**config.mk**
```make
export PLATFORM = sky130hd
export DESIGN_NAME = lookup_top
export DESIGN_NICKNAME = d
export VERILOG_FILES = /design/src/hw/lookup_pkg.sv /design/src/hw/pio_pkg.sv /design/src/hw/action_apply.sv /design/src/hw/lookup_issue.sv /design/src/hw/lookup_top.sv /design/src/hw/pio_table_mem.sv /design/src/hw/ram_1r1w.sv
export VERILOG_INCLUDE_DIRS = /design/src /design/src/hw
export SDC_FILE = /design/constraint.sdc
export NUM_CORES = 1
export LEC_CHECK = 0
export BUFFER_PORTS_ARGS = -buffer_cell sky130_fd_sc_hd__clkbuf_2
export CAP_MARGIN = 5
export CORE_UTILIZATION = 62
export DETAILED_ROUTE_END_ITERATION = 7
export PLACE_DENSITY_LB_ADDON = 0.25
export SETUP_SLACK_MARGIN = 0.15
export SLEW_MARGIN = 20
export SYNTH_ARGS = -nofsm -noshare
export SYNTH_HDL_FRONTEND = slang
export SYNTH_SLANG_ARGS = --single-unit
```
**constraint.sdc**
```tcl
create_clock -name clk -period 3.6 [get_ports clk]
set_clock_uncertainty 0.1 [all_clocks]
set_input_delay 0.9 -clock clk [delete_from_list [all_inputs] [get_ports clk]]
set_output_delay 0.9 -clock clk [all_outputs]
set_load 0.005 [all_outputs]
```
**src/hw/lookup_defines.svh**
```systemverilog
// flow-action lookup engine.
// shared widths, table geometry and stream credit count.
`ifndef LOOKUP_DEFINES_SVH
`define LOOKUP_DEFINES_SVH

// pio register bus data and address width.
`define PIO_NBITS 32

// table index width, 64 entries.
`define TBL_DEPTH_NBITS 6

// table entry width, action plus 16-bit operand.
`define TBL_WIDTH 18

// lookup payload width.
`define LK_PAYLOAD_NBITS 16

// credits held at each stream port.
// also the depth of the output buffer.
`define LK_CREDITS 4

`endif

```
**src/hw/lookup_pkg.sv**
```systemverilog
// lookup stream and action table types.
// shared by the issue, table and action stages.
`default_nettype none

`include "lookup_defines.svh"

package lookup_pkg;

	// action stored with each table entry.
	typedef enum logic [1:0] {
		act_pass = 2'd0,
		act_add  = 2'd1,
		act_xor  = 2'd2,
		act_drop = 2'd3
	} action_e;

	// table entry, action in the top two bits.
	typedef struct packed {
		action_e                      op;
		logic [`LK_PAYLOAD_NBITS-1:0] operand;
	} tbl_entry_t;

	// lookup request from upstream.
	typedef struct packed {
		logic                         valid;
		logic [`TBL_DEPTH_NBITS-1:0]  index;
		logic [`LK_PAYLOAD_NBITS-1:0] payload;
	} lk_req_t;

	// lookup result to downstream.
	// payload here is the transformed value.
	typedef struct packed {
		logic                         valid;
		logic [`TBL_DEPTH_NBITS-1:0]  index;
		logic [`LK_PAYLOAD_NBITS-1:0] payload;
	} lk_rsp_t;

endpackage

`default_nettype wire

```
**src/hw/pio_pkg.sv**
```systemverilog
// pio register bus types.
// request and response as seen by a memory-mapped block.
`default_nettype none

`include "lookup_defines.svh"

package pio_pkg;

	// request from the software side.
	// word address is addr with the two low bits dropped.
	typedef struct packed {
		logic [`PIO_NBITS-1:0] addr;
		logic [`PIO_NBITS-1:0] wdata;
		logic                  rd;
		logic                  wr;
		// block select, qualifies rd and wr.
		logic                  sel;
	} pio_req_t;

	// response back to the software side.
	typedef struct packed {
		// stretched to the next slow-clock enable.
		logic                  ack;
		// holds its value after the ack.
		logic [`PIO_NBITS-1:0] rdata;
	} pio_rsp_t;

endpackage

`default_nettype wire

```
**src/hw/action_apply.sv**
```systemverilog
// action stage.
// applies the table action, buffers results, sends against output credits.
`timescale 1ns/1ps
`default_nettype none

`include "lookup_defines.svh"

module action_apply (
	input  wire logic                   clk,
	input  wire logic                   rst_n,
	input  wire lookup_pkg::lk_req_t    stage_req,
	input  wire logic                   tbl_ack,
	input  wire lookup_pkg::tbl_entry_t tbl_entry,
	input  wire logic                   out_credit,
	output lookup_pkg::lk_rsp_t         rsp,
	output logic                        in_credit
);

	localparam int PTR_W = $clog2(`LK_CREDITS);
	localparam int CNT_W = $clog2(`LK_CREDITS + 1);

	// action decode.
	logic                         hit;
	logic                         drop;
	logic                         push;
	logic [`LK_PAYLOAD_NBITS-1:0] result;

	// output buffer.
	logic [`TBL_DEPTH_NBITS-1:0]  fifo_idx [`LK_CREDITS];
	logic [`LK_PAYLOAD_NBITS-1:0] fifo_pay [`LK_CREDITS];
	logic [PTR_W-1:0]             wr_ptr_q;
	logic [PTR_W-1:0]             rd_ptr_q;
	logic [CNT_W-1:0]             count_q;

	// downstream credits held.
	logic [CNT_W-1:0] out_cnt_q;
	logic             send;

	// credits owed upstream beyond this cycle's pulse.
	logic [CNT_W-1:0] credit_owed_q;
	logic [CNT_W-1:0] credit_total;
	logic             credit_q;

	// registered result.
	logic                         rsp_vld_q;
	logic [`TBL_DEPTH_NBITS-1:0]  rsp_idx_q;
	logic [`LK_PAYLOAD_NBITS-1:0] rsp_pay_q;

	assign hit = stage_req.valid & tbl_ack;
	assign drop = hit & (tbl_entry.op == lookup_pkg::act_drop);
	assign push = hit & ~drop;

	// add wraps at 16 bits.
	always_comb begin
		case (tbl_entry.op)
			lookup_pkg::act_add: result = stage_req.payload + tbl_entry.operand;
			lookup_pkg::act_xor: result = stage_req.payload ^ tbl_entry.operand;
			default:             result = stage_req.payload;
		endcase
	end

	// head goes out when buffered and credited.
	assign send = (count_q != '0) & (out_cnt_q != '0);

	// send and drop in one cycle owe two credits.
	assign credit_total = credit_owed_q + {{(CNT_W-1){1'b0}}, send}
		+ {{(CNT_W-1){1'b0}}, drop};

	// buffer and result payload, no reset.
	always_ff @(posedge clk) begin
		if (push) begin
			fifo_idx[wr_ptr_q] <= stage_req.index;
			fifo_pay[wr_ptr_q] <= result;
		end
		if (send) begin
			rsp_idx_q <= fifo_idx[rd_ptr_q];
			rsp_pay_q <= fifo_pay[rd_ptr_q];
		end
	end

	always_ff @(posedge clk or negedge rst_n) begin
		if (!rst_n) begin
			wr_ptr_q <= '0;
			rd_ptr_q <= '0;
			count_q <= '0;
			out_cnt_q <= CNT_W'(`LK_CREDITS);
			credit_owed_q <= '0;
			credit_q <= 1'b0;
			rsp_vld_q <= 1'b0;
		end else begin
			// pointers wrap on the power-of-two depth.
			if (push) begin
				wr_ptr_q <= wr_ptr_q + 1'b1;
			end
			if (send) begin
				rd_ptr_q <= rd_ptr_q + 1'b1;
			end
			count_q <= count_q + {{(CNT_W-1){1'b0}}, push} - {{(CNT_W-1){1'b0}}, send};
			out_cnt_q <= out_cnt_q + {{(CNT_W-1){1'b0}}, out_credit}
				- {{(CNT_W-1){1'b0}}, send};
			// one pulse per cycle, the rest carried over.
			credit_q <= (credit_total != '0);
			credit_owed_q <= (credit_total != '0) ? credit_total - 1'b1 : '0;
			rsp_vld_q <= send;
		end
	end

	assign in_credit = credit_q;
	assign rsp = '{valid: rsp_vld_q, index: rsp_idx_q, payload: rsp_pay_q};

endmodule

`default_nettype wire

```
**src/hw/lookup_issue.sv**
```systemverilog
// lookup issue stage.
// starts the table read and carries the request beside it.
`timescale 1ns/1ps
`default_nettype none

`include "lookup_defines.svh"

module lookup_issue (
	input  wire logic                        clk,
	input  wire logic                        rst_n,
	input  wire lookup_pkg::lk_req_t         req,
	output logic                             tbl_rd,
	output logic [`TBL_DEPTH_NBITS-1:0]      tbl_index,
	output lookup_pkg::lk_req_t              stage_req
);

	// matches the table read latency.
	localparam int LAT = 3;

	// delay line, valids reset, data does not.
	logic [LAT-1:0]               vld_q;
	logic [`TBL_DEPTH_NBITS-1:0]  idx_q [LAT];
	logic [`LK_PAYLOAD_NBITS-1:0] pay_q [LAT];

	// upstream only sends while holding a credit.
	// so every valid request becomes a read.
	assign tbl_rd = req.valid;
	assign tbl_index = req.index;

	always_ff @(posedge clk or negedge rst_n) begin
		if (!rst_n) begin
			vld_q <= '0;
		end else begin
			vld_q <= {vld_q[LAT-2:0], req.valid};
		end
	end

	// index and payload shift along with the valid.
	always_ff @(posedge clk) begin
		idx_q[0] <= req.index;
		pay_q[0] <= req.payload;
		for (int i = 1; i < LAT; i++) begin
			idx_q[i] <= idx_q[i-1];
			pay_q[i] <= pay_q[i-1];
		end
	end

	// lines up with tbl_ack.
	assign stage_req = '{
		valid:   vld_q[LAT-1],
		index:   idx_q[LAT-1],
		payload: pay_q[LAT-1]
	};

endmodule

`default_nettype wire

```
**src/hw/lookup_top.sv**
```systemverilog
// flow-action lookup engine top.
// issue, table memory and action stages with stream and pio ports.
`timescale 1ns/1ps
`default_nettype none

`include "lookup_defines.svh"

module lookup_top (
	input  wire logic                clk,
	input  wire logic                rst_n,
	input  wire logic                pio_clk_en,
	input  wire pio_pkg::pio_req_t   pio,
	input  wire lookup_pkg::lk_req_t req,
	input  wire logic                out_credit,
	output pio_pkg::pio_rsp_t        pio_rsp,
	output logic                     wr_active,
	output lookup_pkg::lk_rsp_t      rsp,
	output logic                     in_credit
);

	// issue to table.
	logic                        tbl_rd;
	logic [`TBL_DEPTH_NBITS-1:0] tbl_index;

	// table and delayed request to action.
	lookup_pkg::lk_req_t    stage_req;
	logic                   tbl_ack;
	lookup_pkg::tbl_entry_t tbl_entry;

	lookup_issue u_issue (
		.clk      (clk),
		.rst_n    (rst_n),
		.req      (req),
		.tbl_rd   (tbl_rd),
		.tbl_index(tbl_index),
		.stage_req(stage_req)
	);

	// wr_active is a write strobe for software tracing.
	pio_table_mem u_table (
		.clk       (clk),
		.rst_n     (rst_n),
		.pio_clk_en(pio_clk_en),
		.pio       (pio),
		.tbl_rd    (tbl_rd),
		.tbl_index (tbl_index),
		.pio_rsp   (pio_rsp),
		.tbl_ack   (tbl_ack),
		.tbl_entry (tbl_entry),
		.wr_active (wr_active)
	);

	action_apply u_action (
		.clk       (clk),
		.rst_n     (rst_n),
		.stage_req (stage_req),
		.tbl_ack   (tbl_ack),
		.tbl_entry (tbl_entry),
		.out_credit(out_credit),
		.rsp       (rsp),
		.in_credit (in_credit)
	);

endmodule

`default_nettype wire

```
**src/hw/pio_table_mem.sv**
```systemverilog
// pio accessible action table.
// application reads win the read port, pio acks wait for the slow clock.
`timescale 1ns/1ps
`default_nettype none

`include "lookup_defines.svh"

module pio_table_mem (
	input  wire logic                        clk,
	input  wire logic                        rst_n,
	input  wire logic                        pio_clk_en,
	input  wire pio_pkg::pio_req_t           pio,
	input  wire logic                        tbl_rd,
	input  wire logic [`TBL_DEPTH_NBITS-1:0] tbl_index,
	output pio_pkg::pio_rsp_t                pio_rsp,
	output logic                             tbl_ack,
	output lookup_pkg::tbl_entry_t           tbl_entry,
	output logic                             wr_active
);

	// word address from the byte address.
	logic [`TBL_DEPTH_NBITS-1:0] pio_addr_dw;

	// pio strobes, qualified by select.
	logic ram_wr;
	logic pio_rd;

	// application read, address register stage.
	logic                        app_rd_d1;
	logic                        app_rd_d2;
	logic [`TBL_DEPTH_NBITS-1:0] app_raddr_d1;

	// pio read that lost the port.
	logic                        rd_save_q;
	logic [`TBL_DEPTH_NBITS-1:0] rd_addr_q;

	// pio read gets the port this cycle.
	logic pio_rd_grant;
	logic pio_rd_grant_d1;

	// ack pending until the next slow-clock enable.
	logic ack_pend_q;
	logic ack_q;
	logic [`PIO_NBITS-1:0] rdata_q;

	logic [`TBL_DEPTH_NBITS-1:0] ram_raddr;
	logic [`TBL_DEPTH_NBITS-1:0] pio_raddr;
	logic [`TBL_WIDTH-1:0]       ram_rdata;

	assign pio_addr_dw = pio.addr[`TBL_DEPTH_NBITS+1:2];
	assign ram_wr = pio.sel & pio.wr;
	assign pio_rd = pio.sel & pio.rd;

	// a fresh read uses the bus address, a saved one its stored copy.
	assign pio_raddr = pio_rd ? pio_addr_dw : rd_addr_q;

	// served only when no application read holds the port.
	assign pio_rd_grant = ~app_rd_d1 & (pio_rd | rd_save_q);

	// application address wins.
	assign ram_raddr = app_rd_d1 ? app_raddr_d1 : pio_raddr;

	// payload registers.
	always_ff @(posedge clk) begin
		app_raddr_d1 <= tbl_index;
		tbl_entry <= lookup_pkg::tbl_entry_t'(ram_rdata);
		if (pio_rd) begin
			rd_addr_q <= pio_addr_dw;
		end
		// zero-extend to the bus width.
		if (pio_rd_grant_d1) begin
			rdata_q <= {{(`PIO_NBITS-`TBL_WIDTH){1'b0}}, ram_rdata};
		end
	end

	always_ff @(posedge clk or negedge rst_n) begin
		if (!rst_n) begin
			app_rd_d1 <= 1'b0;
			app_rd_d2 <= 1'b0;
			tbl_ack <= 1'b0;
			rd_save_q <= 1'b0;
			pio_rd_grant_d1 <= 1'b0;
			ack_pend_q <= 1'b0;
			ack_q <= 1'b0;
			wr_active <= 1'b0;
		end else begin
			// three cycles from tbl_rd to tbl_ack.
			app_rd_d1 <= tbl_rd;
			app_rd_d2 <= app_rd_d1;
			tbl_ack <= app_rd_d2;
			// save on collision, clear once served.
			if (app_rd_d1 & pio_rd) begin
				rd_save_q <= 1'b1;
			end else if (pio_rd_grant) begin
				rd_save_q <= 1'b0;
			end
			pio_rd_grant_d1 <= pio_rd_grant;
			// set by a write or a served read.
			if (ram_wr | pio_rd_grant_d1) begin
				ack_pend_q <= 1'b1;
			end else if (pio_clk_en) begin
				ack_pend_q <= 1'b0;
			end
			// ack only moves on the slow clock.
			if (pio_clk_en) begin
				ack_q <= ack_pend_q;
			end
			wr_active <= ram_wr;
		end
	end

	assign pio_rsp = '{ack: ack_q, rdata: rdata_q};

	// pio writes go straight in.
	ram_1r1w #(
		.WIDTH      (`TBL_WIDTH),
		.DEPTH_NBITS(`TBL_DEPTH_NBITS)
	) u_ram (
		.clk  (clk),
		.wr   (ram_wr),
		.raddr(ram_raddr),
		.waddr(pio_addr_dw),
		.din  (pio.wdata[`TBL_WIDTH-1:0]),
		.dout (ram_rdata)
	);

endmodule

`default_nettype wire

```
**src/hw/ram_1r1w.sv**
```systemverilog
// one-read one-write ram.
// synchronous write, registered read address.
`timescale 1ns/1ps
`default_nettype none

module ram_1r1w #(
	parameter int WIDTH       = 18,
	parameter int DEPTH_NBITS = 6
) (
	input  wire logic                   clk,
	input  wire logic                   wr,
	input  wire logic [DEPTH_NBITS-1:0] raddr,
	input  wire logic [DEPTH_NBITS-1:0] waddr,
	input  wire logic [WIDTH-1:0]       din,
	output logic      [WIDTH-1:0]       dout
);

	// storage, no reset.
	logic [WIDTH-1:0] mem [2**DEPTH_NBITS];

	// read address, one cycle behind raddr.
	logic [DEPTH_NBITS-1:0] raddr_q;

	always_ff @(posedge clk) begin
		if (wr) begin
			mem[waddr] <= din;
		end
		raddr_q <= raddr;
	end

	// same-address write gives old data here only if raddr_q moved first.
	assign dout = mem[raddr_q];

endmodule

`default_nettype wire

```
Word-level counts from Yosys, hierarchy flattened
Memory sizes are Yosys's and may differ from the RTL's. A register that Yosys moved wholly into a read port is not among the register bits.
Cells that the tools add are included.
{ "totals": {"mem_bits_rw": 1306, "memories": 5, "register_bits": 74} }
{ "op_classes": {"n_bitwise": 13, "add_sub_neg": 10, "reduce_logical": 5, "n_eq_ne": 3, "mux": 12} }
{ "memory_table": {"columns": ["memory", "depth", "width", "read_ports", "rd_ports_with_merged_regs", "write_ports", "line", "rtl"], "rows": [
  ["u_table.u_ram.mem", 64, 18, 1, 1, 1, "ram_1r1w.sv:19", "logic [WIDTH-1:0] mem [2**DEPTH_NBITS];"],
  ["u_action.fifo_pay", 4, 16, 1, 1, 1, "action_apply.sv:30", "logic [`LK_PAYLOAD_NBITS-1:0] fifo_pay [`LK_CREDITS];"],
  ["u_issue.pay_q", 3, 16, 3, 0, 3, "lookup_issue.sv:23", "logic [`LK_PAYLOAD_NBITS-1:0] pay_q [LAT];"],
  ["u_action.fifo_idx", 4, 6, 1, 1, 1, "action_apply.sv:29", "logic [`TBL_DEPTH_NBITS-1:0] fifo_idx [`LK_CREDITS];"],
  ["u_issue.idx_q", 3, 6, 3, 0, 3, "lookup_issue.sv:22", "logic [`TBL_DEPTH_NBITS-1:0] idx_q [LAT];"]
]} }
{ "op_table": {"columns": ["op", "n"], "rows": [
  ["16-bit one-hot mux with 2 select lines", 1],
  ["16-bit adder", 1],
  ["16-bit bitwise XOR", 1],
  ["3-bit by 1-bit adder with 3-bit output", 4],
  ["6-bit two-way mux", 2],
  ["3-bit nonzero test", 3],
  ["1-bit AND", 8],
  ["1-bit two-way mux", 8],
  ["3-bit by 1-bit subtractor with 3-bit output", 2],
  ["2-bit by 1-bit adder with 2-bit output (second input constant)", 2],
  ["2-bit == test (second input constant)", 2],
  ["2-bit nonzero test", 2],
  ["3-bit two-way mux", 1],
  ["3-bit by 1-bit subtractor with 3-bit output (second input constant)", 1],
  ["2-bit by 1-bit == test with 1-bit output (second input constant)", 1],
  ["1-bit NOT", 2],
  ["1-bit bitwise OR", 2]
]} }

Logic depth before layout (Yosys ltp)
{ "depth": {"word_depth": 6, "mapped_depth": 10, "ltp_nobuf": 10} }

By module
Synthesis repeated with hierarchy kept, for this count alone.
{ "unflattened": {"hier_cells": 2505, "hier_area_um2": 53515.1} }
{ "by_module_without_submodules": {"columns": ["module", "area_per_inst_um2", "cells_each", "n_inst"], "rows": [
  ["ram_1r1w", 44381.3, 1945, 1],
  ["action_apply", 5741.8, 354, 1],
  ["pio_table_mem", 1770.4, 107, 1],
  ["lookup_issue", 1621.6, 99, 1]
]} }

Worst setup path after synthesis
No wires, ideal clock.
{ "synth_timing": {"kind": "register to register", "startpoint": "register u_action.out_cnt_q[2]", "endpoint": "register u_action.credit_owed_q[0]", "n_path_buf": 0, "arrival_time_ns": 3.014, "path_stages_with_launch": 11, "setup_ns": 0.118, "path_slack_ns": 0.368, "cell_sequence": "dfstp_2 -> nor3_1 -> nor2_1 -> inv_1 -> fa_1 -> inv_1 -> ha_1 -> nand2b_1 -> inv_1 -> ha_1 -> nor2b_1"} }
{ "synth_via": {"elab_chain_len": 6, "word_cells_on_any_way": 7} }
{ "synth_lines": {"columns": ["element", "line", "rtl"], "rows": [
  ["from (decl)", "action_apply.sv:36", "logic [CNT_W-1:0] out_cnt_q;"],
  ["from (signal assigned)", "action_apply.sv:86", "out_cnt_q <= CNT_W'(`LK_CREDITS);"],
  ["from (signal assigned)", "action_apply.sv:99", "out_cnt_q <= out_cnt_q + {{(CNT_W-1){1'b0}}, out_credit}"],
  ["3-bit nonzero test (*)", "action_apply.sv:63", "assign send = (count_q != '0) & (out_cnt_q != '0);"],
  ["1-bit AND (*)", "action_apply.sv:63", null],
  ["via u_action.send", "action_apply.sv:37", "logic send;"],
  ["3-bit by 1-bit adder with 3-bit output (*)", "action_apply.sv:66", "assign credit_total = credit_owed_q + {{(CNT_W-1){1'b0}}, send}"],
  ["3-bit by 1-bit adder with 3-bit output (*)", "action_apply.sv:67", "+ {{(CNT_W-1){1'b0}}, drop};"],
  ["3-bit by 1-bit subtractor with 3-bit output / 3-bit nonzero test (equally long branches)", "action_apply.sv:103", "credit_owed_q <= (credit_total != '0) ? credit_total - 1'b1 : '0;"],
  ["3-bit two-way mux (*)", "action_apply.sv:103", null],
  ["to (signal assigned)", "action_apply.sv:103", null],
  ["to (decl)", "action_apply.sv:40", "logic [CNT_W-1:0] credit_owed_q;"]
]} }
Mark *: on every way through the listed nets, which the timed path passes. The rest lies on a longest branch.
A chain may end at the register's enable or synchronous reset.

==> impl_metrics.tcl <==
set metrics [dict create \
    htree_levels 4 \
    holdCritPathClass "primary input to async pin" \
    synth_seq_cells 1399 \
    power_frac_clock 0.364 \
    setup_violations 0 \
    grt_pass1_vias 25863 \
    grt_pass1_wl_um 170000 \
    p_sw_frac 0.239 \
    ios 152 \
    critical_path_class "register to register" \
    grt.overflow.total 0 \
    crit_path_top_delay_cell "mux4_2" \
    crit_path_end_kind "register" \
    drc 0 \
    clock_sinks 1399 \
    ant_nets 0 \
    cp_max_fo 20 \
    die_area_um2 86400 \
    grt_max_degree 71 \
    ctsResizeCount 0 \
    path_clk_slew_ns 0.06 \
    postCtsHoldBufs 0 \
    cp-start-kind "register" \
    cts-root-buf "clkbuf_16" \
    crit_required_ns 3.94 \
    drt_wl_total_um 118000 \
    seqPwrFrac 0.503 \
    place_congestion 0.854 \
    dp_hpwl_um 67900 \
    regArea_um2 41000 \
    leakage_nw 19.6 \
    fmax_mhz 315 \
    irDropWorstVdd_mv 0.574 \
    core_um2 84000 \
    power.total_mw 37.8 \
    worst_slew_pin_slew_ns 1.14 \
    yosysUniqueCellTypes 55 \
    reg2reg_setup_slack_ns 0.43 \
    p_comb_frac 0.133 \
    synth-edff-count 1280 \
    status "complete, no violations" \
    routed-via-count 25254 \
    layout.nets 2778 \
    start_util 0.629 \
    cp_top_family "multiplexers" \
    cellInternalPower_mw 28.7 \
    p_per_area_nw_per_um2 631 \
    yosysSeqAreaShare 0.775 \
    cts_buffer_depth 3 \
    rows 106 \
    rsz0062_at_grt "false" \
    final_cell_mix "edfxtp_1, mux4_2, buf_4, clkbuf_16, clkbuf_2" \
    grt_use_total 0.280 \
    final.setup.tns_ns 0 \
    fillers 4764 \
    synthArstFlopShare 0.0164 \
    syn_area_um2 52800 \
    cap_violations 0 \
    cp_num_cells 6 \
    path_buf_inv 2 \
    min_period_over_period 0.881 \
    via_per_inst 6.49 \
    synthCells 2376 \
    cp_slowest_stage_delay_ns 0.61 \
    period_minus_slack_ns 3.17 \
    die_h_um 294 \
    grt_antenna_before_repair 5 \
    reg2reg_depth 6 \
    relSlewSlack 0.232 \
    crit_path_end "u_table.rdata_q[9]" \
    die_w_um 294 \
    final_common_cell "edfxtp_1" \
    wl_per_cell_um 30.2 \
    post_route_cells_drive_above_1_share 0.310 \
    worstPathArrival_ns 3.52 \
    r2r-end "u_table.rdata_q[9]" \
    cts_tree "done" \
    drt-initial-drc-count 2618 \
    cts_setup_buffers 0 \
    multiInputGateArea_um2 11300 \
    portBuffers 97 \
    path_cells "buf_12, buf_12, mux4_2, mux4_2, a22o_1, a221o_1" \
    p_sw_mw 9.03 \
    clk_latency_ns 0.73 \
    maxSlewViolCount 0 \
    avgSynthCellArea_um2 22.2 \
    cts_buffers 137 \
    area_delta_synth_final_pct 13.3 \
    synth_warnings 0 \
    hold_violations 0 \
    firstDrtPassIters 7 \
    synth_top_flop_cell "edfxtp_1" \
]
-- synth_stat cells, types with 4 or more instances --
cell / number / share of area
edfxtp_1: 1280 / 0.73
mux4_2: 356 / 0.15
dfxtp_1: 96 / 0.036
nor2_1: 84 / 0.0060
clkbuf_1: 56 / 0.0040
a21oi_1: 43 / 0.0041
nand2_1: 40 / 0.0028
nor2b_1: 35 / 0.0041
a211oi_1: 34 / 0.0048
buf_2: 32 / 0.0030
ha_1: 29 / 0.0069
buf_4: 27 / 0.0038
mux2i_1: 27 / 0.0051
inv_1: 23 / 0.0016
dfrtp_1: 22 / 0.010
o21ai_0: 18 / 0.0017
mux2_2: 15 / 0.0032
a22oi_1: 13 / 0.0018
buf_1: 12 / 0.00085
o22ai_1: 12 / 0.0014
nand3_1: 11 / 0.0010
or2_2: 10 / 0.0012
a21o_1: 9 / 0.0013
and2_1: 7 / 0.00083
xnor2_1: 7 / 0.0012
nand2b_1: 6 / 0.00071
nand3b_1: 6 / 0.00085
a221o_1: 5 / 0.00095
a22o_1: 5 / 0.00083
buf_6: 5 / 0.0011
xor2_1: 5 / 0.00083
a31oi_1: 4 / 0.00047
fa_1: 4 / 0.0015
nor3b_1: 4 / 0.00057
-- flip-flops by register name, indices dropped and copies added (netlist names), 6 cells and up, named ones only --
signal              count
u_table.tbl_entry      18
u_table.u_ram.mem    1152
u_action.rsp_pay_q     16
u_table.rdata_q        18
u_issue.idx_q          13
u_issue.pay_q          48
u_action.fifo_idx      24
u_action.fifo_pay      64
u_action.rsp_idx_q      6
u_table.rd_addr_q       6
-- cell families (layout without fill, tap and decap cells) --
family | Yosys count | count (layout) | share of synthesized area
AO/OA/AOI/OAI | 157 | 157 | 0.0197
XOR/XNOR | 12 | 12 | 0.00199
adder cells (fa/ha/maj) | 33 | 33 | 0.00838
buffers and inverters | 155 | 524 | 0.0144
flip-flops | 1399 | 1399 | 0.775
multiplexers | 398 | 398 | 0.160
other | 1 | 16 | 0.0000710
AND/OR/NAND/NOR | 221 | 221 | 0.0206
-- power groups by stage --
stage	clock (mW)	combinational [mW]	sequential (mW)
floorplan	0	3.25	19.2
finish	13.7	5.03	19.0
global placement	0	4.86	19.3
detailed placement	0	5.02	19.3
CTS	13.9	5.07	19.0
global route	14.5	5.41	19.1
-- metal layers --
layer | wire, um | up-vias | share of wire | GRT usage
met1 | 43400 | 13261 | 0.37 | 0.373
met4 | 4360 | 6 | 0.037 | 0.112
li1 | - | 10403 | - | -
met3 | 10600 | 241 | 0.090 | 0.0604
met2 | 59100 | 1343 | 0.50 | 0.457
met5 | 37 | - | 0.00031 | 0
-- worst min path at each step --
| stage | slack, ns | end |
|---|---|---|
| 2_1_floorplan | 0.21 | u_issue.idx_q[0][12] |
| 3_3_place_gp | 0.21 | u_issue.idx_q[0][12] |
| 3_5_place_dp | 0.21 | u_issue.pay_q[0][39] |
| 4_1_cts | 0.08 | u_table.pio_rd_grant_d1 |
| 5_1_grt | 0.12 | u_table.pio_rd_grant_d1 |
| 6_report | 0.1 | u_table.rd_save_q |
-- cell type report --
cell class              instances  share of cell area
multi-input cells             835               0.188
well taps                    1134              0.0237
diodes                          2           0.0000836
clock inverters                72              0.0102
inverters                      23             0.00144
clock buffers                 174              0.0615
flip-flops and latches       1399               0.684
repair buffers                255              0.0313
-- per-stage QoR --
stage | instance area (um2) | std cells | util | hold WS [ns] | worst slack (ns)
2_1_floorplan | 52900 | 2389 | - | 0.210 | 0.368
3_3_place_gp | 55600 | 3646 | 0.662 | 0.210 | 0.416
3_5_place_dp | 55600 | 3646 | 0.662 | 0.212 | 0.365
4_1_cts | 59900 | 3892 | 0.713 | 0.0774 | 0.428
5_1_grt | 59900 | 3892 | 0.713 | 0.125 | 0.401
6_report | 59900 | 3894 | 0.713 | 0.0959 | 0.428
No activity file was read; power rests on OpenSTA's default activity.
